$ cat config.mk
export PLATFORM = sky130hd
export DESIGN_NAME = fixFetch
export DESIGN_NICKNAME = d
export VERILOG_FILES = /design/src/hw/lspcPkg.sv /design/src/hw/fixFetch.sv
export SDC_FILE = /design/constraint.sdc
export NUM_CORES = 1
export LEC_CHECK = 0
export ABC_AREA = 1
export BUFFER_PORTS_ARGS = -buffer_cell sky130_fd_sc_hd__buf_2
export CORE_ASPECT_RATIO = 0.7
export CORE_UTILIZATION = 33
export CTS_CLUSTER_SIZE = 28
export DETAILED_ROUTE_END_ITERATION = 16
export GPL_TIMING_DRIVEN = 0
export PLACE_DENSITY = 0.52
export SYNTH_ARGS = -nofsm -noshare
export SYNTH_HDL_FRONTEND = slang
export SYNTH_SLANG_ARGS = --single-unit
$ cat constraint.sdc
create_clock -name CLK_24M -period 2.5 [get_ports CLK_24M]
set_input_delay 0.5 -clock CLK_24M [delete_from_list [all_inputs] [get_ports CLK_24M]]
set_output_delay 0.5 -clock CLK_24M [all_outputs]
set_load 0.02 [all_outputs]
$ cat src/hw/lspcPkg.sv
// VRAM widths, word and address types, bus operation, CPU register and port state enums
package lspcPkg;

	// ==================================================
	// Widths
	// ==================================================

	// One VRAM word, also the CPU data width
	localparam int wordWidth = 16;
	// 4096 words of VRAM
	localparam int vramAddrWidth = 12;

	// ==================================================
	// Word types
	// ==================================================

	typedef logic [wordWidth-1:0] vramWord_t;
	typedef logic [vramAddrWidth-1:0] vramAddr_t;

	// ==================================================
	// Enums
	// ==================================================

	// CPU request type towards the arbiter
	typedef enum logic
	{
		opRead  = 1'b0,
		opWrite = 1'b1
	} vramOp_t;

	// CPU register index, value 3 is unused
	typedef enum logic [1:0]
	{
		regVramAddr = 2'd0,
		regVramRw   = 2'd1,
		regVramMod  = 2'd2
	} regSel_t;

	// CPU port sequencer
	// Write issues the store, read refills the data register
	typedef enum logic [1:0]
	{
		stIdle  = 2'd0,
		stWrite = 2'd1,
		stRead  = 2'd2
	} portState_t;

endpackage

$ cat src/hw/fixFetch.sv
// Fix layer pixel and raster counters, one-column-ahead fix map fetch and tile output
module fixFetch #(
	parameter lspcPkg::vramAddr_t fixMapBase = 12'h800,
	parameter int pixelsPerLine = 384,
	parameter int linesPerFrame = 264,
	parameter int pixelDiv = 4
) (
	input  logic                CLK_24M,
	input  logic                T73A_OUT,
	output logic                fetchReq,
	output lspcPkg::vramAddr_t  fetchAddr,
	input  logic                fetchDone,
	input  lspcPkg::vramWord_t  fetchRdata,
	output logic                tileStrobe,
	output logic [11:0]         fixTile,
	output logic [3:0]          fixPal,
	output logic [5:0]          fixColumn,
	output logic [4:0]          fixRow,
	output logic [2:0]          fixLine
);

	localparam int divWidth = (pixelDiv > 1) ? $clog2(pixelDiv) : 1;
	localparam int pixWidth = $clog2(pixelsPerLine);
	localparam int rasterWidth = $clog2(linesPerFrame);
	localparam int colsPerLine = pixelsPerLine / 8;

	logic [divWidth-1:0] divCnt;
	logic [pixWidth-1:0] pixelCnt;
	logic [rasterWidth-1:0] rasterCnt;
	logic [rasterWidth-1:0] nextRaster;
	logic [5:0] nextCol;
	logic [4:0] nextRow;
	logic colStart;
	// Lookahead word and its valid flag
	lspcPkg::vramWord_t fetchWord;
	logic wordValid;

	// ==================================================
	// Pixel and raster counters
	// ==================================================
	always_ff @(posedge CLK_24M or negedge T73A_OUT)
	begin
		if (!T73A_OUT)
		begin
			divCnt <= '0;
			pixelCnt <= '0;
			rasterCnt <= '0;
		end
		else if (divCnt == divWidth'(pixelDiv - 1))
		begin
			divCnt <= '0;
			if (pixelCnt == pixWidth'(pixelsPerLine - 1))
			begin
				pixelCnt <= '0;
				rasterCnt <= nextRaster;
			end
			else
				pixelCnt <= pixelCnt + 1'b1;
		end
		else
			divCnt <= divCnt + 1'b1;
	end

	assign nextRaster = (rasterCnt == rasterWidth'(linesPerFrame - 1)) ? '0 : rasterCnt + 1'b1;
	assign fixColumn = 6'(pixelCnt >> 3);
	assign fixRow = 5'(rasterCnt >> 3);
	assign fixLine = rasterCnt[2:0];

	// First clock of pixel 0 of a column
	assign colStart = (divCnt == '0) && (pixelCnt[2:0] == 3'd0);

	// Next column, wrapping to column 0 of the following line
	assign nextCol = (fixColumn == 6'(colsPerLine - 1)) ? 6'd0 : fixColumn + 6'd1;
	// Column 0 is shown on the next raster, take its row
	assign nextRow = (nextCol == 6'd0) ? 5'(nextRaster >> 3) : fixRow;

	// ==================================================
	// Fetch and present
	// ==================================================
	always_ff @(posedge CLK_24M or negedge T73A_OUT)
	begin
		if (!T73A_OUT)
		begin
			fetchReq <= 1'b0;
			fetchAddr <= '0;
			fetchWord <= '0;
			wordValid <= 1'b0;
			tileStrobe <= 1'b0;
			fixTile <= '0;
			fixPal <= '0;
		end
		else
		begin
			tileStrobe <= colStart & wordValid;
			if (colStart)
			begin
				// Show the prefetched word, if any
				if (wordValid)
				begin
					fixPal <= fetchWord[15:12];
					fixTile <= fetchWord[11:0];
				end
				wordValid <= 1'b0;
				// Ask for the following column, 32 rows per map column
				fetchReq <= 1'b1;
				fetchAddr <= fixMapBase + lspcPkg::vramAddr_t'({nextCol, 5'd0})
					+ lspcPkg::vramAddr_t'(nextRow);
			end
			else if (fetchDone)
			begin
				fetchReq <= 1'b0;
				fetchWord <= fetchRdata;
				wordValid <= 1'b1;
			end
		end
	end

endmodule

After elaboration in Yosys (flattened, before gate mapping):

Index checks and enable logic that the tools add are counted.

* logic and storage cells: 39
* register bits: 67
* bits of input ports: 19

* add/sub/neg operators: 6
* bitwise gates (word level): 2
* multiplexer cells: 9
* reduce and logical (&&, ||, !) cells: 8
* equality and inequality tests: 4

Operator list (number)
* adder 9 x 1 -> 9 bit, second input constant: 2
* == test 9 bit, second input constant: 2
* two-way mux 9 bit: 2
* adder 12 x 11 -> 12 bit, first input constant: 1
* adder 12 x 5 -> 12 bit: 1
* adder 6 x 1 -> 6 bit, second input constant: 1
* == test 6 bit, second input constant: 1
* zero test 6 bit: 1
* two-way mux 6 bit: 1
* AND reduction 2 bit: 3
* two-way mux 5 bit: 1
* two-way mux 1 bit: 4
* zero test 3 bit: 1
* adder 2 x 1 -> 2 bit, second input constant: 1
* == test 2 bit, second input constant: 1
* zero test 2 bit: 1
* two-way mux 2 bit: 1
* nonzero test 2 bit: 1
* bitwise AND 1 bit: 1
* logical AND 1 bit: 1
* inverter 1 bit: 1

Longest topological paths before layout:

Gate-level depths: netlist of the first run.

* depth after elaboration: 5
* mapped depth: 11

Least setup slack after synthesis of the first run:

OpenSTA, ideal clock, no wires.

* path type: reg-to-reg
* start: register pixelCnt[4]
* end: register fetchAddr[3]
* stages on the path, launching flop included: 10
* setup slack: 0.942 ns
* period minus slack after synthesis: 1.558 ns
* data arrival time: 1.439 ns
* setup time: 0.118 ns
* cell sequence: dfrtp_1 > ha_1 > inv_1 > nand2_1 > a21boi_1 > nand2_4 > nor2_8 > nand3_1 > nand3_1 > nand2_1

* cells in the longest elaborated chain, start to end: 5
* elaborated cells between the ends (all ways): 6
* classes of those cells: 2 x add/sub; 1 x eq/ne; 2 x mux; 1 x reduce/logical

Ends and longest elaborated chain
* start: declaration: line fixFetch.sv:28 `logic [pixWidth-1:0] pixelCnt;`
* start signal: assignment: line fixFetch.sv:58 `pixelCnt <= pixelCnt + 1'b1;`
* adder 6 x 1 -> 6 bit or == test 6 bit (tied branches): line fixFetch.sv:73 `assign nextCol = (fixColumn == 6'(colsPerLine - 1)) ? 6'd0 : fixColumn + 6'd1;`
* two-way mux 6 bit *: line fixFetch.sv:73
* zero test 6 bit *: line fixFetch.sv:75 `assign nextRow = (nextCol == 6'd0) ? 5'(nextRaster >> 3) : fixRow;`
* two-way mux 5 bit *: line fixFetch.sv:75
* adder 12 x 5 -> 12 bit *: line fixFetch.sv:107 `+ lspcPkg::vramAddr_t'(nextRow);`
* end signal: assignment: line fixFetch.sv:106 `fetchAddr <= fixMapBase + lspcPkg::vramAddr_t'({nextCol, 5'd0})`
* end: declaration: line fixFetch.sv:11 `output lspcPkg::vramAddr_t fetchAddr,`

Mark *: on every way between the ends. The rest lies on a longest branch, timed or not.
A chain may end at the register's enable or synchronous reset.

Worst setup path in the final report of the first run:

* start: register pixelCnt[4]
* end: register fetchAddr[2]

The elaborated chain is that of the path after synthesis.

==> results.tsv, run 1 <==
metric	value	unit
status	completed	
fin crit share	72.3	%
Syn Inst Count	352	
crit path max fanout	7	
RSZ-0062 raised after global routing	false	
pre-CTS setup slack	0.696	ns
Pwr Total	2.68	mW
most frequent cells in the layout	nand2_1 (88), dfrtp_1 (67), buf_2 (64)	
DRT Pass-1 Iters	4	
ant diodes	0	
vias per inst	4.41	
max-slew violations	0	
DR vias	2445	
commonest non-fill, non-tap cell in the layout	nand2_1	
CP required	2.71	ns
Multi-input gate area	0.00124	sq mm
global-route total usage across every layer	15.3	%
drt total wl	6930	microns
vias in the first global route	2439	
Util after Layout	43.4	%
Final Hold Violating Endpoints	0	
crit path time final	1.81	ns
critical path's top delay family	simple AND/OR/NAND/NOR gates	
CP Capture Type	register	
# rows	29	
Setup crit start kind	register	
port bufs	62	
post-layout instance area	0.00403	sq mm
Synth cell types	37	
Ports	63	
placed cell area	0.00370	sq mm
most frequent CP cell	nand3_1	
initial antenna violation count	0	
leakage	2.10	nW
Layout area overhead	24.6	%
Post-CTS Setup Inserts	0	
final number of setup-violating endpoints	0	
Filler cells	943	
Setup Crit Path Kind	reg -> reg	
CTS H-tree depth	3	
WL/cell	12.5	microns
final setup TNS	0	ns
Syn Nets	378	
VDD IR-drop max	352	uV
Relative slew margins	43.2	%
Detail Route Antenna Nets	0	
Mapped Avg Cell Area	9.19	sq um
max_cap viols	0	
largest net degree at the start of global routing	68	
Final Worst Setup Slack	0.692	ns
worst skew pair latency	0.33	ns
CTS Root Cell	clkbuf_16	
Critical path buffers and inverters	0	
CTS tree	yes	
CTS Buf Count	9	
Mapped Area	0.00324	sq mm
Fmax	0.553	GHz
Hold/Removal Path Class	in -> async	
layout cells sized above 1	31.4	%
sequential share of the synthesized area	51.8	%
CTS resizes	0	
HPWL after detailed placement	5060	microns
total grt overflow	0	
crit-path cells	ha_1 -> nand2_2 -> a21boi_1 -> nand2_4 -> nor2_8 -> nand3_1 -> nand3_1 -> nand2_1	
Worst Skew	0.00618	ns
die extent in x	120	microns
Seq. cell area	0.00168	sq mm
DR DRC count	0	
DIE AREA	0.0102	sq mm
CP arrival	2.02	ns
slowest stage delay, CP	0.51	ns
core area	0.00929	sq mm
Clock transition at path regs	0.05	ns
Placer Congestion	0.855	
Synth Register Bits	67	
Initial Util	34.8	%
first-pass GRT wire length	11900	microns
Least-Margin Pin Slew	0.852	ns
slowest library cell on the worst path	dfrtp_1	
Final nets	451	
clock buffer depth	2	
initial DRC count	116	
Die Y-Extent	84.8	microns
post-cts hold buffer count	0	
Sink Count	67	
Power Dens Cells	666	mW/mm^2
Warnings, synthesis	0	
-- synthesized netlist by cell type (all sizes together) --
master / instances / area (sq um)
o211ai: 1 / 7.51
o31ai: 1 / 7.51
a21oi: 12 / 60.1
dfrtp: 67 / 1680
xnor2: 1 / 8.76
xor2: 8 / 70.1
clkbuf: 1 / 3.75
nand3: 23 / 133
nand3b: 2 / 15.0
clkinv: 1 / 3.75
or2: 1 / 6.26
buf: 21 / 154
nand2: 98 / 408
nor2: 29 / 161
inv: 40 / 153
mux2: 6 / 67.6
nor3: 5 / 25.0
o21ai: 23 / 134
a21boi: 1 / 7.51
nand4: 4 / 46.3
ha: 7 / 87.6
-- per-stage QoR --
| step | cells | hold WS (ns) |
|---|---|---|
| 6_report | 554 | 0.274 |
| 5_1_grt | 554 | 0.340 |
| 3_3_place_gp | 538 | 0.444 |
| 4_1_cts | 554 | 0.322 |
| 3_5_place_dp | 538 | 0.455 |
| 2_1_floorplan | 352 | 0.204 |
-- path summary, 6_finish.rpt --
check / start / depth (start not counted) / slack (ns) / endpoint
setup / recovery: pixelCnt[4] / 8 / 0.69 / fetchAddr[2]
hold / removal: T73A_OUT / 1 / 0.27 / rasterCnt[1]
setup reg to reg: pixelCnt[4] / 8 / 0.69 / fetchAddr[2]
hold reg to reg: fixPal[3] / 2 / 0.46 / fixPal[3]
max in group asynchronous: T73A_OUT / 1 / 1.66 / fetchAddr[5]
min in group CLK_24M: fetchRdata[10] / 2 / 0.41 / fetchWord[10]
-- report_power, final --
group | internal, mW | switching [mW] | leakage [nW] | total (mW)
clock network | 0.926 | 0.452 | 0.159 | 1.38
logic | 0.0542 | 0.0974 | 1.12 | 0.152
registers | 1.13 | 0.0214 | 0.821 | 1.15
-- final cells by class --
| class | instances | area share (%) |
|---|---|---|
| clock inverter | 4 | 1.80 |
| timing repair buffer | 62 | 7.76 |
| inverter | 41 | 3.88 |
| buffer | 22 | 3.91 |
| clock buffer | 12 | 6.36 |
| tap | 124 | 3.85 |
| sequential | 67 | 41.6 |
| multi-input combinational | 222 | 30.9 |
-- metal layers --
layer / track usage [%] / up-vias / routed length [microns]
li1: - / 1243 / -
met4: 6.40 / 0 / 125
met3: 4.44 / 15 / 351
met1: 22.0 / 1126 / 3610
met5: 0 / - / 0
met2: 21.3 / 61 / 2850
-- sequential cells by signal, summed over array words and instances (netlist names) --
register,flops
fixPal,4
pixelCnt,9
tileStrobe,1
rasterCnt,9
fetchAddr,12
fetchReq,1
divCnt,2
wordValid,1
fetchWord,16
fixTile,12
-- kinds of logic after synthesis --
| group | Yosys count | share of synthesized area, % |
|---|---|---|
| AND/OR/NAND/NOR | 162 | 24.6 |
| flip-flops | 67 | 51.8 |
| buffers and inverters | 63 | 9.71 |
| AO/OA/AOI/OAI | 38 | 6.69 |
| XOR/XNOR | 9 | 2.44 |
| adder cells (fa/ha/maj) | 7 | 2.71 |
| multiplexers | 6 | 2.09 |
No activity file was read; power rests on OpenSTA's default activity.
==> run 2: changes to the inputs <==
--- a/config.mk
+++ b/config.mk
@@ -5,14 +5,14 @@
 export SDC_FILE = /design/constraint.sdc
 export NUM_CORES = 1
 export LEC_CHECK = 0
-export ABC_AREA = 1
+export ABC_AREA = 0
 export BUFFER_PORTS_ARGS = -buffer_cell sky130_fd_sc_hd__buf_2
 export CORE_ASPECT_RATIO = 0.7
 export CORE_UTILIZATION = 33
 export CTS_CLUSTER_SIZE = 28
 export DETAILED_ROUTE_END_ITERATION = 16
 export GPL_TIMING_DRIVEN = 0
-export PLACE_DENSITY = 0.52
+export PLACE_DENSITY = 0.54
 export SYNTH_ARGS = -nofsm -noshare
 export SYNTH_HDL_FRONTEND = slang
 export SYNTH_SLANG_ARGS = --single-unit
==> constraint.sdc (replaced) <==
create_clock -name CLK_24M -period 1.5 [get_ports CLK_24M]
set_input_delay 0.3 -clock CLK_24M [delete_from_list [all_inputs] [get_ports CLK_24M]]
set_output_delay 0.3 -clock CLK_24M [all_outputs]
set_load 0.02 [all_outputs]
==> run 2 against run 1 <==
The flow now finishes with violations (setup timing). Final cell count fell by 4.9%. First-iteration DRC count fell by 20%. Combinational power rose by 120%.
==> results.tsv, run 2 <==
metric	value	unit	change
status	finished with violations		
violated checks	setup timing		
leakage	2.29	nW	+9.1%
Yosys top cell area share	54.2	%	+2.3 points
CTS Buf Count	9		unchanged
Pint	3.61	mW	+71%
DR DRC count	0		unchanged
pre-CTS setup slack	-0.674	ns	-1.37 ns
worst reg2reg endpoint	fetchAddr[3]		
die extent in x	118	microns	-2.2%
largest net degree at the start of global routing	68		unchanged
DRT Pass-1 Iters	4		unchanged
commonest non-fill, non-tap cell in the layout	dfrtp_1		
max_cap viols	0		unchanged
Syn Nets	295		-22%
placed cell area	0.00376	sq mm	+1.5%
flop-to-flop setup slack	-0.51	ns	-1.20 ns
first-pass GRT wire length	12700	microns	+6.9%
Hold/Removal Path Class	in -> async		
WL/cell	15.5	microns	+24%
Synth cell types	44		+19%
global-route total usage across every layer	16.8	%	+1.6 points
clock buffer depth	2		unchanged
# rows	29		unchanged
final number of setup-violating endpoints	53		+53
Clk network pwr share	50.3	%	-1.0 points
final setup TNS	-9.00	ns	-9.00 ns
Detail Route Antenna Nets	0		unchanged
Fmax	0.498	GHz	-10%
Final Hold Violating Endpoints	0		unchanged
synth top area cells	dfrtp_1 (54%), mux2_2 (12%), buf_4 (4.1%), nand2_1 (2.9%), ha_1 (2.8%)		
cell with the most instances after synthesis	dfrtp_1		
Psw	0.952	mW	+67%
Initial Util	34.1	%	-0.71 points
Worst Skew	0.00448	ns	-0.00170 ns
Power Dens Cells	918	mW/mm^2	+38%
Synth Register Bits	67		unchanged
drt total wl	8160	microns	+18%
Layout area overhead	60.6	%	
sequential share of the synthesized area	54.2	%	+2.3 points
synth cell count leaders	dfrtp_1 (67), mux2_2 (33), nand2_1 (24), buf_4 (17), o21ai_0 (16)		
CTS Root Cell	clkbuf_16		
predominant post-synthesis flop cell	dfrtp_1		
CP arrival	2.25	ns	+0.23 ns
vias per inst	4.80		+8.9%
layout cells sized above 1	62.0	%	+31 points
max-slew violations	0		unchanged
Least-Margin Pin Slew	0.852	ns	+0.000674 ns
cell count of the worst reg-to-reg path	7		-1
DR vias	2532		+3.6%
VDD IR-drop max	610	uV	+73%
CP required	1.74	ns	-0.97 ns
Comb power frac	7.2	%	+1.6 points
Setup crit start kind	register		
Worst R2R Start	pixelCnt[4]		
Clock transition at path regs	0.06	ns	about the same
fin crit share	134	%	+62 points
CP Capture Type	register		
Largest register FFs	16		unchanged
Mapped Area	0.00310	sq mm	-4.3%
Placer Congestion	0.763		-11%
Ports	63		unchanged
DIE AREA	0.00978	sq mm	-4.2%
Syn Inst Count	269		-24%
Sink Count	67		unchanged
Mapped Avg Cell Area	11.5	sq um	+25%
hold_ws	0.0725	ns	-0.201 ns
CTS H-tree depth	3		unchanged
post-cts hold buffer count	0		unchanged
Warnings, synthesis	0		unchanged
share of flip-flops with an asynchronous set or reset	100	%	unchanged
crit path max fanout	5		-2
RSZ-0062 raised after global routing	true		
post-layout instance area	0.00497	sq mm	+23%
port bufs	62		unchanged
ant diodes	0		unchanged
Die Y-Extent	83.0	microns	-2.1%
Relative slew margins	43.2	%	-0.045 points
Sw Ratio	20.9	%	-0.41 points
cell taking the most area after synthesis	dfrtp_1		
CTS tree	yes		
most frequent cells in the layout	dfrtp_1 (62), buf_2 (58), buf_4 (47)		
initial antenna violation count	0		unchanged
Pwr Total	4.56	mW	+70%
crit path time final	2.01	ns	+0.200 ns
Seq pwr share	42.5	%	-0.5 points
Top Registers	fetchWord: 16 flops, fetchAddr: 12 flops, fixTile: 12 flops		
Reg with most FFs	fetchWord		
HPWL after detailed placement	4570	microns	-9.8%
worst skew pair latency	0.32	ns	about the same
Setup Crit Path Kind	reg -> reg		
initial DRC count	93		-20%
EDFF count, synth	0		unchanged
vias in the first global route	2456		+0.70%
Final nets	424		-6.0%
core area	0.00907	sq mm	-2.3%
Final Worst Setup Slack	-0.508	ns	-1.20 ns
total grt overflow	0		unchanged
==> run 2: repair_timing <==
| item | 4_1_cts | 5_1_grt |
|---|---|---|
| pin swaps | 20 | 32 |
| setup buffers | 44 | 17 |
| cloned | 1 | 3 |
| gates resized for setup | 48 | 62 |
| endpoints found under the setup margin | 56 | 63 |
==> run 2: worst max-delay path by stage <==
stage | cells after the start | startpoint | slack [ns] | to
2_1_floorplan | 7 | pixelCnt[3] | -0.42 | fetchAddr[0]
3_3_place_gp | 7 | pixelCnt[3] | -0.62 | fetchAddr[3]
3_5_place_dp | 6 | pixelCnt[7] | -0.67 | fetchAddr[3]
4_1_cts | 7 | pixelCnt[4] | -0.50 | fetchAddr[3]
5_1_grt | 6 | pixelCnt[7] | -0.59 | fetchAddr[0]
6_report | 7 | pixelCnt[4] | -0.51 | fetchAddr[3]
==> run 2: per-stage QoR <==
stage	util, %	std cells
finish	54.8	527
detailed placement	41.4	455
floorplan	-	269
global placement	41.4	455
CTS	51.0	513
global route	54.8	527
==> run 2: critical path, stage by stage (launching register included) <==
cell	delay (ns)
dfrtp_2	0.45
ha_4	0.20
buf_4	0.13
nor3_2	0.16
a41oi_2	0.10
a211o_1	0.33
or4_1	0.41
a31oi_1	0.15
==> run 2: logic make-up (layout without fill, tap and decap cells) <==
kind of cell | Yosys count | after routing | synth area share (%)
and+or+nand+nor | 75 | 76 | 12.8
DFF | 67 | 67 | 54.2
AOI/OAI and AO/OA | 40 | 40 | 8.17
buffers and inverters | 34 | 167 | 6.35
muxes | 33 | 33 | 12.0
xor gates and xnor gates | 13 | 13 | 3.68
adders and majority gates | 7 | 7 | 2.83
==> run 2: cell type report <==
class                      instances  area (sq um)
clock inverter                     4          72.6
inverter                           8          32.5
fill                             822          4100
timing repair buffer             122           945
clock buffer                      12           256
multi-input combinational        169          1620
buffer                            21           210
sequential                        67          1680
tap                              124           155
==> run 2: power groups by stage <==
stage | clock network (mW) | logic, mW | registers, mW
finish | 2.29 | 0.329 | 1.94
floorplan | 0 | 0.124 | 2.02
detailed placement | 0 | 0.301 | 1.97
CTS | 2.34 | 0.332 | 1.94
global placement | 0 | 0.297 | 1.97
global route | 2.43 | 0.356 | 1.95
==> run 2: routing by layer <==
metal	GRT usage (%)	wire (microns)	vias up
met5	0	0	-
met4	5.24	132	0
met3	4.67	306	12
met2	26.5	3800	53
met1	22.4	3930	1263
li1	-	-	1204
==> run 3: changes to the inputs <==
--- a/config.mk
+++ b/config.mk
@@ -5,7 +5,7 @@
 export SDC_FILE = /design/constraint.sdc
 export NUM_CORES = 1
 export LEC_CHECK = 0
-export ABC_AREA = 0
+export ABC_AREA = 1
 export BUFFER_PORTS_ARGS = -buffer_cell sky130_fd_sc_hd__buf_2
 export CORE_ASPECT_RATIO = 0.7
 export CORE_UTILIZATION = 33
@@ -13,6 +13,7 @@
 export DETAILED_ROUTE_END_ITERATION = 16
 export GPL_TIMING_DRIVEN = 0
 export PLACE_DENSITY = 0.54
+export REMOVE_ABC_BUFFERS = 1
 export SYNTH_ARGS = -nofsm -noshare
 export SYNTH_HDL_FRONTEND = slang
 export SYNTH_SLANG_ARGS = --single-unit
==> run 3 against run 2 <==
The flow still finishes with violations (setup timing). Global-route usage shrank 2.6 points. Cell area shrank 15%. Wire length shrank 12%. Count of clock-buffer cells in the layout shrank 1. Via count shrank 2.7%. Sequential power is essentially flat. Critical path depth grew 3. Sequential cell count is the same. Worst setup slack gained 0.45 ns. Largest cell class unchanged. Largest power group unchanged.
==> results.tsv, run 3 (synthesized netlist as in run 1, its figures left out) <==
metric	value	unit	change
Seq pwr share	45.1	%	+2.6 points
Fmax	0.643	GHz	+29%
Psw	0.948	mW	-0.51%
DIE AREA	0.0102	sq mm	+4.4%
hold_ws	0.0879	ns	+0.0154 ns
violated checks	setup timing		
global-route total usage across every layer	14.3	%	-2.6 points
initial antenna violation count	0		unchanged
Sw Ratio	22.2	%	+1.4 points
Setup crit start kind	register		
DR vias	2464		-2.7%
commonest non-fill, non-tap cell in the layout	nand2_1		
crit-path cells	ha_4 -> inv_1 -> nand2_2 -> a21boi_2 -> nand2_4 -> nor2_8 -> nand2_4 -> nand2_1 -> nand3_1 -> nand2_1		
Top Registers	fetchWord: 16 flops, fetchAddr: 12 flops, fixTile: 12 flops		
port bufs	62		unchanged
# rows	29		unchanged
Hold/Removal Path Class	in -> async		
ant diodes	0		unchanged
VDD IR-drop max	456	uV	-25%
max-slew violations	0		unchanged
critical path's top delay family	simple AND/OR/NAND/NOR gates		
RSZ-0062 raised after global routing	true		
DRT Pass-1 Iters	4		unchanged
CTS H-tree depth	3		unchanged
Least-Margin Pin Slew	0.848	ns	-0.00439 ns
vias in the first global route	2300		-6.4%
max_cap viols	0		unchanged
Relative slew margins	43.5	%	+0.29 points
Clk network pwr share	48.5	%	-1.8 points
first-pass GRT wire length	11100	microns	-12%
Final Hold Violating Endpoints	0		unchanged
largest net degree at the start of global routing	68		unchanged
CP arrival	1.81	ns	-0.44 ns
Pint	3.31	mW	-8.2%
crit path time final	1.55	ns	-0.454 ns
Layout area overhead	30.3	%	
flop-to-flop setup slack	-0.05	ns	+0.45 ns
most frequent cells in the layout	nand2_1 (85), dfrtp_1 (64), buf_2 (61)		
HPWL after detailed placement	4560	microns	about the same
slowest library cell on the worst path	dfrtp_2		
worst reg2reg endpoint	fetchAddr[1]		
total grt overflow	0		unchanged
leakage	2.14	nW	-6.4%
post-cts hold buffer count	0		unchanged
Final Worst Setup Slack	-0.0544	ns	+0.454 ns
Setup Crit Path Kind	reg -> reg		
Power Dens Cells	1010	mW/mm^2	+10%
worst skew pair latency	0.32	ns	about the same
clock buffer depth	2		unchanged
Critical path buffers and inverters	1		unchanged
Clock transition at path regs	0.05	ns	about the same
CP required	1.76	ns	+0.02 ns
CTS Root Cell	clkbuf_16		
Critical Path Stages	10		+3
Largest register FFs	16		unchanged
die extent in x	120	microns	+2.2%
Placed Cells	516		+13%
status	finished with violations		
Detail Route Antenna Nets	0		unchanged
Initial Util	34.8	%	+0.71 points
CP Capture Type	register		
WL/cell	13.0	microns	-16%
Sink Count	67		unchanged
Worst Skew	0.00320	ns	-0.00128 ns
vias per inst	4.45		-7.4%
CTS Buf Count	9		unchanged
DR DRC count	0		unchanged
cell count of the worst reg-to-reg path	10		+3
Comb power frac	6.3	%	-0.9 points
slowest stage delay, CP	0.43	ns	-0.02 ns
CTS tree	yes		
final number of setup-violating endpoints	5		-91%
layout cells sized above 1	37.7	%	-24 points
Reg with most FFs	fetchWord		
Post-Layout Cell Count	554		+5.1%
initial DRC count	86		-7.5%
Pwr Total	4.26	mW	-6.6%
Placer Congestion	0.802		+5.1%
Final nets	451		+6.4%
drt total wl	7220	microns	-12%
fin crit share	104	%	-30 points
crit path max fanout	6		+1
Ports	63		unchanged
Die Y-Extent	84.8	microns	+2.2%
core area	0.00929	sq mm	+2.4%
Worst R2R Start	pixelCnt[4]		
[run 3: cell count changes in the layout (fill, tap and decap cells not counted), sizes merged, moves of 4 or more]
cell,previous run,this run
nand2,24,100
buf,141,81
inv,8,41
mux2,33,6
nand3,8,23
nor2,15,29
a21oi,4,12
xnor2,9,1
a31oi,4,0
nand2b,4,0
o21ai,19,23
or3,4,0
xor2,4,8
[run 3: layout make-up]
class / instances / area (sq um)
flip-flops and latches: 67 / 1680
repair inverters: 1 / 8.76
clock inverters: 5 / 52.6
fillers: 951 / 5070
well taps: 124 / 155
repair buffers: 81 / 483
multi-input cells: 224 / 1420
inverters: 41 / 179
clock buffers: 11 / 243
[run 3: metrics by stage]
stage | worst slack (ns) | area (sq um) | utilization [%] | TNS, ns
after floorplan | -0.281 | 3080 | - | -2.29
after global placement | -0.436 | 3540 | 38.1 | -27.15
after detailed placement | -0.452 | 3550 | 38.2 | -12.71
after CTS | -0.0328 | 4020 | 43.3 | -0.123
after global routing | -0.150 | 4220 | 45.4 | -1.11
final | -0.0544 | 4220 | 45.4 | -0.233
[run 3: worst reg2reg max path: stages (launching register included)]
cell and delay [ns]:
dfrtp_2 0.43, ha_4 0.19, inv_1 0.06, nand2_2 0.06
a21boi_2 0.18, nand2_4 0.09, nor2_8 0.20, nand2_4 0.10
nand2_1 0.08, nand3_1 0.06, nand2_1 0.06
[run 3: worst max path at each step]
stage	startpoint	end
2_1_floorplan	pixelCnt[3]	fetchAddr[3]
3_3_place_gp	pixelCnt[0]	fetchWord[15]
3_5_place_dp	pixelCnt[0]	fetchWord[14]
4_1_cts	pixelCnt[3]	fetchAddr[3]
5_1_grt	pixelCnt[4]	fetchAddr[2]
6_report	pixelCnt[4]	fetchAddr[1]
[run 3: power groups by stage]
stage / logic (mW) / clock network [mW] / registers (mW)
6_report: 0.270 / 2.07 / 1.92
5_1_grt: 0.305 / 2.21 / 1.93
4_1_cts: 0.258 / 2.14 / 1.92
3_5_place_dp: 0.255 / 0 / 1.95
3_3_place_gp: 0.250 / 0 / 1.95
2_1_floorplan: 0.0832 / 0 / 2.00
[run 3: routing by layer]
metal  vias up  track usage (%)  part of all wire, %
li1       1243                -                    -
met2        47             21.5                   43
met1      1166             19.4                   52
met4         0             6.40                  1.5
met3         8             3.56                  3.7
met5         -                0                    0
[run 3: repair_timing]
item	4_1_cts	5_1_grt
pin swaps	7	10
buffers inserted	11	8
gates cloned	0	3
setup endpoints to repair	57	40
gates resized for setup	27	24
